### src/design/gpu_setup_pkg.sv
package gpu_setup_pkg;

    // ========================================================================
    // Widths
    // ========================================================================

    typedef logic [6:0]  addr_t;    // Register address
    typedef logic [63:0] data_t;    // Command write or read word
    typedef logic [15:0] coord_t;   // X/Y Q12.4 signed, Z unsigned, Q as Q1.15
    typedef logic [31:0] color_t;   // RGBA8888
    typedef logic [31:0] uv_t;      // Packed UV pair
    typedef logic [1:0]  slot_t;    // Vertex buffer slot index

    // Primitive requested by a vertex write
    typedef enum logic [1:0] {
        KICK_NONE = 2'd0,           // Buffer only
        KICK_012  = 2'd1,           // Triangle in (0,1,2) order
        KICK_021  = 2'd2,           // Triangle in (0,2,1) order
        KICK_RECT = 2'd3            // Two-corner rectangle
    } kick_e;

    // ========================================================================
    // Register map
    // ========================================================================

    localparam addr_t ADDR_COLOR            = 7'h00; // Diffuse hi, specular lo
    localparam addr_t ADDR_UV0_UV1          = 7'h01; // UV1 hi, UV0 lo
    localparam addr_t ADDR_VERTEX_NOKICK    = 7'h06;
    localparam addr_t ADDR_VERTEX_KICK_012  = 7'h07;
    localparam addr_t ADDR_VERTEX_KICK_021  = 7'h08;
    localparam addr_t ADDR_VERTEX_KICK_RECT = 7'h09;
    localparam addr_t ADDR_ID               = 7'h7F; // Read only

    // Vertex write word, low to high
    //   [15:0]  X
    //   [31:16] Y
    //   [47:32] Z
    //   [63:48] Q

    // ========================================================================
    // Identification and sizes
    // ========================================================================

    localparam logic [15:0] GPU_VERSION = 16'h0A00; // Major 10, minor 0

    // Triangle needs three buffered vertices
    localparam int NUM_SLOTS = 3;

    // ========================================================================
    // Reset values
    // ========================================================================

    localparam data_t COLOR_RESET = 64'h0;  // Black, no specular
    localparam data_t UV_RESET    = 64'h0;  // Both UV pairs at origin
    localparam slot_t SLOT_RESET  = 2'd0;   // Strip starts at slot 0

endpackage

### src/design/vertex_if.sv
// One assembled vertex from decode to assembly, no back-pressure
interface vertex_if;

    logic                  valid;   // Single-cycle strobe
    gpu_setup_pkg::kick_e  kick;    // Primitive to emit with this vertex

    // Position
    gpu_setup_pkg::coord_t x;
    gpu_setup_pkg::coord_t y;
    gpu_setup_pkg::coord_t z;
    gpu_setup_pkg::coord_t q;

    // Attributes current at the vertex write
    gpu_setup_pkg::color_t color0;  // Diffuse
    gpu_setup_pkg::color_t color1;  // Specular
    gpu_setup_pkg::uv_t    uv0;
    gpu_setup_pkg::uv_t    uv1;

    modport src (
        output valid, kick, x, y, z, q,
        output color0, color1, uv0, uv1
    );

    modport dst (
        input valid, kick, x, y, z, q,
        input color0, color1, uv0, uv1
    );

endinterface

### src/design/cmd_decode.sv
// Stage 1 of the vertex path
module cmd_decode #(
    parameter logic [15:0] DEVICE_ID = 16'h6702
) (
    input  logic                 clk,
    input  logic                 rst_n,

    // Command port
    input  logic                 cmd_valid,
    input  logic                 cmd_rw,        // 1 read, 0 write
    input  gpu_setup_pkg::addr_t cmd_addr,
    input  gpu_setup_pkg::data_t cmd_wdata,
    output gpu_setup_pkg::data_t cmd_rdata,

    // Toward vertex assembly
    vertex_if.src                vtx
);

    gpu_setup_pkg::data_t cur_color;    // Current COLOR register
    gpu_setup_pkg::data_t cur_uv;       // Current UV0_UV1 register
    gpu_setup_pkg::data_t id_word;
    gpu_setup_pkg::kick_e kick_d;       // Kick decoded from address
    logic                 cmd_wr;
    logic                 vtx_hit;      // Address is one of the vertex registers

    assign cmd_wr  = cmd_valid && !cmd_rw;
    assign id_word = {16'h0, gpu_setup_pkg::GPU_VERSION, 16'h0, DEVICE_ID};

    // ========================================================================
    // Vertex address decode
    // ========================================================================

    always_comb begin
        vtx_hit = 1'b1;
        kick_d  = gpu_setup_pkg::KICK_NONE;
        case (cmd_addr)
            gpu_setup_pkg::ADDR_VERTEX_NOKICK:    kick_d = gpu_setup_pkg::KICK_NONE;
            gpu_setup_pkg::ADDR_VERTEX_KICK_012:  kick_d = gpu_setup_pkg::KICK_012;
            gpu_setup_pkg::ADDR_VERTEX_KICK_021:  kick_d = gpu_setup_pkg::KICK_021;
            gpu_setup_pkg::ADDR_VERTEX_KICK_RECT: kick_d = gpu_setup_pkg::KICK_RECT;
            default: begin
                vtx_hit = 1'b0;                 // Attribute, ID or unused
            end
        endcase
    end

    // ========================================================================
    // Current attributes
    // ========================================================================

    // Visible to the next vertex write and to reads after this edge
    always_ff @(posedge clk or negedge rst_n) begin
        if (!rst_n) begin
            cur_color <= gpu_setup_pkg::COLOR_RESET;
            cur_uv    <= gpu_setup_pkg::UV_RESET;
        end else if (cmd_wr) begin
            if (cmd_addr == gpu_setup_pkg::ADDR_COLOR) begin
                cur_color <= cmd_wdata;
            end
            if (cmd_addr == gpu_setup_pkg::ADDR_UV0_UV1) begin
                cur_uv <= cmd_wdata;
            end
        end
    end

    // ========================================================================
    // Vertex strobe and payload
    // ========================================================================

    always_ff @(posedge clk or negedge rst_n) begin
        if (!rst_n) begin
            vtx.valid <= 1'b0;
        end else begin
            vtx.valid <= cmd_wr && vtx_hit;     // One cycle per vertex write
        end
    end

    // Payload only means something while valid is high
    always_ff @(posedge clk) begin
        if (cmd_wr && vtx_hit) begin
            vtx.kick   <= kick_d;
            vtx.x      <= cmd_wdata[15:0];
            vtx.y      <= cmd_wdata[31:16];
            vtx.z      <= cmd_wdata[47:32];
            vtx.q      <= cmd_wdata[63:48];
            vtx.color0 <= cur_color[63:32];     // Diffuse
            vtx.color1 <= cur_color[31:0];      // Specular
            vtx.uv0    <= cur_uv[31:0];
            vtx.uv1    <= cur_uv[63:32];
        end
    end

    // ========================================================================
    // Register read
    // ========================================================================

    // Same-cycle read data, no side effects
    always_comb begin
        case (cmd_addr)
            gpu_setup_pkg::ADDR_COLOR:   cmd_rdata = cur_color;
            gpu_setup_pkg::ADDR_UV0_UV1: cmd_rdata = cur_uv;
            gpu_setup_pkg::ADDR_ID:      cmd_rdata = id_word;
            default: begin
                cmd_rdata = '0;                 // Vertex registers are write only
            end
        endcase
    end

endmodule

### src/design/vertex_assembler.sv
// Stage 2 of the vertex path
module vertex_assembler (
    input  logic                        clk,
    input  logic                        rst_n,

    // From command decode
    vertex_if.dst                       vtx,

    // Primitive output
    output logic                        tri_valid,
    output logic                        rect_valid,
    output gpu_setup_pkg::coord_t [2:0] tri_x,
    output gpu_setup_pkg::coord_t [2:0] tri_y,
    output gpu_setup_pkg::coord_t [2:0] tri_z,
    output gpu_setup_pkg::coord_t [2:0] tri_q,
    output gpu_setup_pkg::color_t [2:0] tri_color0,
    output gpu_setup_pkg::color_t [2:0] tri_color1,
    output gpu_setup_pkg::uv_t    [2:0] tri_uv0,
    output gpu_setup_pkg::uv_t    [2:0] tri_uv1
);

    // Whole vertex as one word, X in the top bits and UV1 in the bottom
    localparam int VTX_W = 4 * $bits(gpu_setup_pkg::coord_t)
                         + 2 * $bits(gpu_setup_pkg::color_t)
                         + 2 * $bits(gpu_setup_pkg::uv_t);
    localparam int NUM_CORNERS = 3;

    localparam gpu_setup_pkg::slot_t LAST_SLOT =
        gpu_setup_pkg::slot_t'(gpu_setup_pkg::NUM_SLOTS - 1);

    typedef logic [VTX_W-1:0] vtx_t;

    vtx_t                 slot_q   [gpu_setup_pkg::NUM_SLOTS];  // Vertex buffer
    vtx_t                 corner_q [NUM_CORNERS];               // Emitted corners
    vtx_t                 vtx_new;
    gpu_setup_pkg::slot_t count_q;      // Slot for the next vertex
    gpu_setup_pkg::slot_t count_inc;
    gpu_setup_pkg::slot_t count_prev;   // Slot written by the last vertex

    assign vtx_new = {vtx.x, vtx.y, vtx.z, vtx.q,
                      vtx.color0, vtx.color1, vtx.uv0, vtx.uv1};

    // Modulo 3 neighbours of the count
    assign count_inc  = (count_q == LAST_SLOT) ? gpu_setup_pkg::SLOT_RESET
                                               : gpu_setup_pkg::slot_t'(count_q + 2'd1);
    assign count_prev = (count_q == gpu_setup_pkg::SLOT_RESET) ? LAST_SLOT
                                               : gpu_setup_pkg::slot_t'(count_q - 2'd1);

    // ========================================================================
    // Vertex buffer and count
    // ========================================================================

    always_ff @(posedge clk or negedge rst_n) begin
        if (!rst_n) begin
            count_q <= gpu_setup_pkg::SLOT_RESET;
            for (int i = 0; i < gpu_setup_pkg::NUM_SLOTS; i++) begin
                slot_q[i] <= '0;
            end
        end else if (vtx.valid) begin
            slot_q[count_q] <= vtx_new;         // Every vertex is buffered
            count_q         <= count_inc;
        end
    end

    // ========================================================================
    // Primitive emit
    // ========================================================================

    // Corners come from slot contents before this vertex lands
    always_ff @(posedge clk or negedge rst_n) begin
        if (!rst_n) begin
            tri_valid  <= 1'b0;
            rect_valid <= 1'b0;
            for (int i = 0; i < NUM_CORNERS; i++) begin
                corner_q[i] <= '0;
            end
        end else begin
            tri_valid  <= 1'b0;                 // Strobes last one cycle
            rect_valid <= 1'b0;
            if (vtx.valid) begin
                case (vtx.kick)
                    gpu_setup_pkg::KICK_012: begin
                        tri_valid   <= 1'b1;
                        corner_q[0] <= slot_q[0];
                        corner_q[1] <= slot_q[1];
                        corner_q[2] <= vtx_new;
                    end
                    gpu_setup_pkg::KICK_021: begin
                        tri_valid   <= 1'b1;
                        corner_q[0] <= slot_q[0];
                        corner_q[1] <= vtx_new;     // Swapped winding
                        corner_q[2] <= slot_q[1];
                    end
                    gpu_setup_pkg::KICK_RECT: begin
                        rect_valid  <= 1'b1;
                        corner_q[0] <= slot_q[count_prev]; // Opposite corner
                        corner_q[1] <= vtx_new;     // Entry 2 holds
                    end
                    default: begin
                        // No kick, buffer only
                    end
                endcase
            end
        end
    end

    // Split corner words back into fields
    always_comb begin
        for (int i = 0; i < NUM_CORNERS; i++) begin
            {tri_x[i], tri_y[i], tri_z[i], tri_q[i],
             tri_color0[i], tri_color1[i], tri_uv0[i], tri_uv1[i]} = corner_q[i];
        end
    end

endmodule

### src/design/gpu_setup_top.sv
// Vertex path of the GPU register file
module gpu_setup_top #(
    parameter logic [15:0] DEVICE_ID = 16'h6702     // Low half of the ID word
) (
    input  logic                        clk,
    input  logic                        rst_n,

    // Command port, single-cycle strobe
    input  logic                        cmd_valid,
    input  logic                        cmd_rw,     // 1 read, 0 write
    input  gpu_setup_pkg::addr_t        cmd_addr,
    input  gpu_setup_pkg::data_t        cmd_wdata,
    output gpu_setup_pkg::data_t        cmd_rdata,  // Combinational

    // Primitive output, two cycles after the kick command
    output logic                        tri_valid,
    output logic                        rect_valid,
    output gpu_setup_pkg::coord_t [2:0] tri_x,
    output gpu_setup_pkg::coord_t [2:0] tri_y,
    output gpu_setup_pkg::coord_t [2:0] tri_z,
    output gpu_setup_pkg::coord_t [2:0] tri_q,
    output gpu_setup_pkg::color_t [2:0] tri_color0,
    output gpu_setup_pkg::color_t [2:0] tri_color1,
    output gpu_setup_pkg::uv_t    [2:0] tri_uv0,
    output gpu_setup_pkg::uv_t    [2:0] tri_uv1
);

    // Decode to assembly link
    vertex_if vtx_bus ();

    // Attributes, vertex strobes, reads
    cmd_decode #(
        .DEVICE_ID (DEVICE_ID)
    ) u_cmd_decode (
        .clk       (clk),
        .rst_n     (rst_n),
        .cmd_valid (cmd_valid),
        .cmd_rw    (cmd_rw),
        .cmd_addr  (cmd_addr),
        .cmd_wdata (cmd_wdata),
        .cmd_rdata (cmd_rdata),
        .vtx       (vtx_bus.src)
    );

    // Slot buffer and primitive registers
    vertex_assembler u_vertex_assembler (
        .clk        (clk),
        .rst_n      (rst_n),
        .vtx        (vtx_bus.dst),
        .tri_valid  (tri_valid),
        .rect_valid (rect_valid),
        .tri_x      (tri_x),
        .tri_y      (tri_y),
        .tri_z      (tri_z),
        .tri_q      (tri_q),
        .tri_color0 (tri_color0),
        .tri_color1 (tri_color1),
        .tri_uv0    (tri_uv0),
        .tri_uv1    (tri_uv1)
    );

endmodule

### config.mk
export PLATFORM = sky130hd
export DESIGN_NAME = gpu_setup_top
export DESIGN_NICKNAME = d
export VERILOG_FILES = /design/src/design/gpu_setup_pkg.sv /design/src/design/vertex_if.sv /design/src/design/cmd_decode.sv /design/src/design/vertex_assembler.sv /design/src/design/gpu_setup_top.sv
export SDC_FILE = /design/constraint.sdc
export NUM_CORES = 2
export LEC_CHECK = 0
export ABC_AREA = 1
export ABC_CLOCK_PERIOD_IN_PS = 1890
export BUFFER_PORTS_ARGS = -buffer_cell sky130_fd_sc_hd__buf_2
export CAP_MARGIN = 15
export CORE_MARGIN = 2
export CORE_UTILIZATION = 59
export DETAILED_ROUTE_END_ITERATION = 8
export PLACE_DENSITY_LB_ADDON = 0.12
export SYNTH_ARGS = -nofsm -noshare
export SYNTH_HDL_FRONTEND = slang
export SYNTH_SLANG_ARGS = --single-unit
### constraint.sdc
create_clock -name clk -period 1.89 [get_ports clk]
set_input_delay 0.0945 -clock clk [delete_from_list [all_inputs] [get_ports clk]]
set_output_delay 0.0945 -clock clk [all_outputs]
set_load 0.05 [all_outputs]
Word-level counts from Yosys, hierarchy flattened. Cells that the tools add are included. W data, S select, Z words.

Bitwise operators: 2. Order comparisons: 3. Add/subtract/negate cells: 2. Reduce and logical (&&, ||, !) cells: 14. Multiplexer cells: 17. Equality and inequality tests: 10.

Operators by type and width (number): $pmux W384 S3 (1); $bwmux W576 (1); $mux W192 (3); $bmux W192 S2 (1); $demux W192 S2 (1); $pmux W192 S2 (1); $pmux W64 S3 (1); $eq A7 B3 Y1 const B (2); $eq A7 B4 Y1 const B (2); $reduce_and A2 Y1 (4); $eq A7 B1 Y1 const B (1); $eq A7 B7 Y1 const B (1); $logic_not A7 Y1 (1); $eq A2 B2 Y1 const B (3); $ge A3 B3 Y1 const B (2); $not A2 Y3 (2); $pmux W2 S3 (1); $mux W1 (5); $mux W2 (2); $reduce_or A4 Y1 (1); $logic_and A1 B1 Y1 (3); $lt A3 B1 Y1 const B (1); $reduce_bool A3 Y1 (1); $add A2 B1 Y2 const B (1); other kinds (6) (6).

Bits of input ports: 75. Output and inout bits: 642. Word-level logic and storage cells: 69. Bits in registers: 1479.

Depth between registers and ports, before layout.
Word-level depth: 7. Depth in mapped cells: 11. Mapped depth without buffers: 8.

By module. A second synthesis with hierarchy kept.

Cells, all modules: 7657. Area total of the unflattened synthesis: 64689.5 µm².

Modules (own cells, without submodules): vertex_assembler (cells each 6668, area each 52756.8 µm², times used 1); cmd_decode (cells each 989, area each 11932.7 µm², times used 1).

Worst setup path before layout. No wires, ideal clock.

Kind: input -> register. From: input cmd_addr[5]. To: register u_cmd_decode.vtx.valid. Path buffers: 0. Setup slack: -7.619 ns. Stages: 5. Library setup time: 0.982 ns. Data required time: 0.908 ns. Arrival: 8.528 ns. Path through: nor2_1 nand2_2 inv_1 nand2_1 nor2_1.

Word-level cells in the longest chain between the ends: 4. Elaborated cells between the ends (all ways): 7.

Ends and longest elaborated chain: start, declared (RTL line gpu_setup_top.sv:11) `input gpu_setup_pkg::addr_t cmd_addr,`; $eq A7 B3 Y1 / $eq A7 B4 Y1 (equally long branches) (RTL line cmd_decode.sv:36) `case (cmd_addr)`; $reduce_or A4 Y1 (no source line) (*); $mux W1 (*) (RTL line cmd_decode.sv:36); $logic_and A1 B1 Y1 (*) (RTL line cmd_decode.sv:74) `vtx.valid <= cmd_wr && vtx_hit;`; end signal, assigned (RTL line cmd_decode.sv:74); end, declared (RTL line vertex_if.sv:20) `output valid, kick, x, y, z, q,`.

Every way passes the cells marked *; elsewhere a longest branch is shown, timed or not. A chain may end at the register's enable or synchronous reset.

Final worst setup path.
From: register u_cmd_decode.vtx.kick[1]. To: register u_vertex_assembler.corner_q, in the netlist u_vertex_assembler.tri_color1[73].

Word-level cells in the longest chain between the ends: 3. Elaborated cells between the ends (all ways): 5.

Ends and longest elaborated chain: start, declared (RTL line vertex_if.sv:20); start signal, assigned (RTL line cmd_decode.sv:81) `vtx.kick <= kick_d;`; $eq A2 B1 Y1 / $eq A2 B2 Y1 (equally long branches) (RTL line vertex_assembler.sv:81) `case (vtx.kick)`; $reduce_bool A2 Y1 (no source line); $reduce_and A2 Y1 (no source line); end, declared (RTL line vertex_assembler.sv:34) `vtx_t corner_q [NUM_CORNERS];`.

Several ways; a longest one is shown, not always the timed one.

==> results by group <==
Status
  – Status: finished with violations
  – Failing checks: setup timing

Setup path
  – Critical path class: reg -> reg
  – CP endpoint kind: register
  – Critical path fanouts, max: 117
  – Reg2reg start: u_cmd_decode.vtx.kick[1]$_SDFFCE_PN0P_
  – CP arrival: 2.61 ns
  – R2r setup slk: -0.05 ns
  – Highest-delay cell along the critical path: buf_12
  – Worst R2R End: u_vertex_assembler.tri_color1[73]$_DFFE_PN0P_
  – Required @ worst endpoint: 2.56 ns
  – Worst Reg-to-Reg Cells: 5
  – Max incr delay on CP: 0.47 ns
  – CP Launch Type: register
  – CP Cell Sequence: buf_4 -> ha_4 -> buf_12 -> nand2_1 -> a21oi_1

Yosys
  – Mapped Nets: 7,637
  – Post-synth EDFFs: 194
  – Synth cell count leaders: nand2_1 (2,245), dfrtp_1 (1,285), o21ai_0 (910)
  – Share of Yosys cell area claimed by the top area cell type: 0.502
  – Synth Instances: 7,553
  – Sequential fraction of the synthesis area: 0.593
  – Flip-flop and latch count after synthesis: 1,479
  – Ys flop type: dfrtp_1
  – Ranking of synthesized cells by area: dfrtp_1 (50%), nand2_1 (13%), edfxtp_1 (9.1%)
  – Ys async rst share: 0.869
  – Ys Warns: 0
  – Count leader, synth: nand2_1
  – Post-synth cell types: 22
  – Cell taking the most area after synthesis: dfrtp_1
  – Syn Std Cell Area: 64,100 um2
  – Mean Syn Cell Area: 8.48 um2

Pwr
  – Power Density: 1070 nW/um2
  – PnR Total Power: 82.7 mW
  – LEAKAGE: 38.9 nW
  – Max VDD drop: 0.912 mV

Floorplan
  – Placeable Area: 107,000 um2
  – Die width: 334 um
  – Die outline area: 111,000 um2
  – Site row count: 120
  – Io pins: 717
  – Die Height: 334 um
  – Initial Utilization: 0.597

Timing
  – Slew Viols, Final: 0
  – Tmin final: 1.94 ns
  – Max Fclk: 0.515 GHz
  – Clk_skew: 0.0261 ns
  – # setup viols final: 7
  – Final hold vios: 0
  – Unrepaired setup endpoints after global routing: true
  – Fin worst setup slack: -0.0509 ns
  – Worst Tran Pin Value: 0.829 ns
  – Rel. slew slack: 0.447
  – Period utilization: 1.03

Final layout
  – Fillers: 8,100
  – Area delta synth->final: 20.9%
  – Share of post-route cells with drive strength above 1: 0.154
  – Cell area after layout: 77,500 um2
  – Fin nets: 8,322

Routing
  – Vias: 58,600
  – Drt first pass iters: 9
  – Initial drt markers: 7,493
  – Wirelength per Cell: 24.2 um
  – WL final: 236,000 um
  – Residual DRC: 0
  – Final ANT Viol Nets: 0
  – Via density: 6.00

Place
  – Port-buffer cells: 716
  – RePlAce Congestion: 0.918
  – Placement-stage cell area: 70,500 um2
  – HPWL Detailed: 145,000 um

Global routing
  – Tot GR Track Use: 0.407
  – Initial antenna violation count: 19
  – Most crowded layer after global routing: met2
  – Grt met3 use: 0.113
  – GR Layer Usage met1: 0.552
  – First-pass GRT wire length: 342,000 um
  – GR Overflow Total: 0
  – Largest net degree at the start of global routing: 133
  – Grt met2 use: 0.592
  – Number of global-route vias before repair: 54,800

CTS
  – CTS tree: done
  – Clock Sinks: 1,479
  – TritonCTS buffer count: 152
  – CTS clock-pin slew for the worst setup and hold paths: 0.06 ns
  – Root Driver: clkbuf_16
  – Htree depth: 4
  – Clock Latency Late Sink: 0.76 ns
  – Longest Clk Path Bufs: 3

Hold path
  – Worst Hold Launch: cmd_wdata[11]
  – Hold endpoint: u_cmd_decode.vtx.x[11]$_DFFE_PP_
  – Hold Path Class: in -> reg
  – Hold path depth: 2

Job
  – Number of max-cap violations: 0
-- per-layer routing --
metal  part of all wire  vias up
met5            0.00052        -
li1                   -    25500
met1               0.37    28300
met4              0.063       18
met3               0.13      711
met2               0.44     4066
-- cells in the final DEF (no fill, tap or decap), types with 7 or more instances in the layout --
master         instances
a21oi_2               27
o21ai_1              187
dlygate4sd3_1         70
nand2_1             2228
bufinv_16             12
nor2_1               581
clkinv_1               8
buf_6                  9
a21oi_1              741
clkbuf_16            179
edfxtp_1             194
o21ai_0              903
diode_2                9
inv_1                647
clkinv_2              27
nand3_1              200
clkbuf_1              32
buf_12               131
buf_2                695
buf_4                 93
buf_16                16
nand2_2               14
dfrtp_1             1281
inv_6                  7
inv_2                  7
clkbuf_8              30
-- kinds of logic after synthesis --
logic type	count (synthesis)	share of synthesized area
adders and majority gates	9	0.00176
DFF	1479	0.593
and+or+nand+nor	3042	0.183
AOI/OAI and AO/OA	1858	0.145
buffers and inverters	1165	0.0772
-- registers in the layout, indices dropped and copies added (netlist names), 16 cells and up --
name,count
u_cmd_decode.cur_color,64
u_cmd_decode.cur_uv,64
u_cmd_decode.vtx.color0,32
u_cmd_decode.vtx.color1,32
u_cmd_decode.vtx.q,16
u_cmd_decode.vtx.uv0,32
u_cmd_decode.vtx.uv1,32
u_cmd_decode.vtx.x,16
u_cmd_decode.vtx.y,16
u_cmd_decode.vtx.z,16
u_vertex_assembler.slot_q,576
u_vertex_assembler.tri_color0,96
u_vertex_assembler.tri_color1,96
u_vertex_assembler.tri_q,48
u_vertex_assembler.tri_uv0,96
u_vertex_assembler.tri_uv1,96
u_vertex_assembler.tri_x,48
u_vertex_assembler.tri_y,48
u_vertex_assembler.tri_z,48
-- how the worst max path moves through the flow --
stage,from,to,cells past startpoint
floorplan,cmd_addr[5],u_cmd_decode.vtx.color0[0]$_DFFE_PP_,5
global placement,u_vertex_assembler.count_q[0]$_DFFE_PN0P_,u_vertex_assembler.tri_uv0[28]$_DFFE_PN0P_,8
global route,u_cmd_decode.vtx.kick[1]$_SDFFCE_PN0P_,u_vertex_assembler.tri_color1[73]$_DFFE_PN0P_,5
detailed placement,u_vertex_assembler.count_q[0]$_DFFE_PN0P_,u_vertex_assembler.tri_y[10]$_DFFE_PN0P_,8
CTS,u_vertex_assembler.count_q[0]$_DFFE_PN0P_,u_vertex_assembler.tri_q[2]$_DFFE_PN0P_,10
finish,u_cmd_decode.vtx.kick[1]$_SDFFCE_PN0P_,u_vertex_assembler.tri_color1[73]$_DFFE_PN0P_,5
-- per-stage QoR --
step	setup WS [ns]	hold slack (ns)	setup TNS [ns]	util	std cells
3_3_place_gp	-0.0165	0.0300	-0.0666	0.656	9374
3_5_place_dp	-0.0915	0.0311	-3.10	0.656	9374
4_1_cts	-0.0237	0.0443	-0.339	0.713	9737
2_1_floorplan	-1.81	-0.201	-352.58	-	7553
5_1_grt	-0.0853	0.0598	-3.95	0.722	9776
6_report	-0.0509	0.0828	-0.120	0.722	9778
-- cell type report --
type / instances / area (um2) / area share
clock buffers: 222 / 4540 / 0.0586
inverters: 659 / 2530 / 0.0327
diodes: 9 / 22.5 / 0.000291
multi-input cells: 4909 / 21400 / 0.277
flip-flops and latches: 1479 / 38000 / 0.490
clock inverters: 60 / 651 / 0.00840
repair buffers: 1037 / 8560 / 0.111
well taps: 1403 / 1760 / 0.0227
-- worst max-delay path, delay by kind of cell (launching register included) --
| family | cells | cell delay [ns] |
|---|---|---|
| adder cells (fa/ha/maj) | 1 | 0.23 |
| AND/OR/NAND/NOR | 1 | 0.17 |
| buffers and inverters | 2 | 0.62 |
| flip-flops | 1 | 0.42 |
| AO/OA/AOI/OAI | 1 | 0.18 |
-- power by group --
part	internal (mW)	switching (mW)	leakage (nW)
registers	34.5	2.22	19.3
clock network	18.3	13.0	2.56
logic	3.78	10.9	17.1
total	56.6	26.1	38.9
-- what timing repair did --
item	4_1_cts	5_1_grt
endpoints found under the setup margin	233	447
gates resized for setup	23	70
hold buffers	71	0
hold endpoints to repair	1479	0
gates cloned	2	22
pin swaps	3	15
buffers inserted	8	11
(Power assumes the default switching activity.)
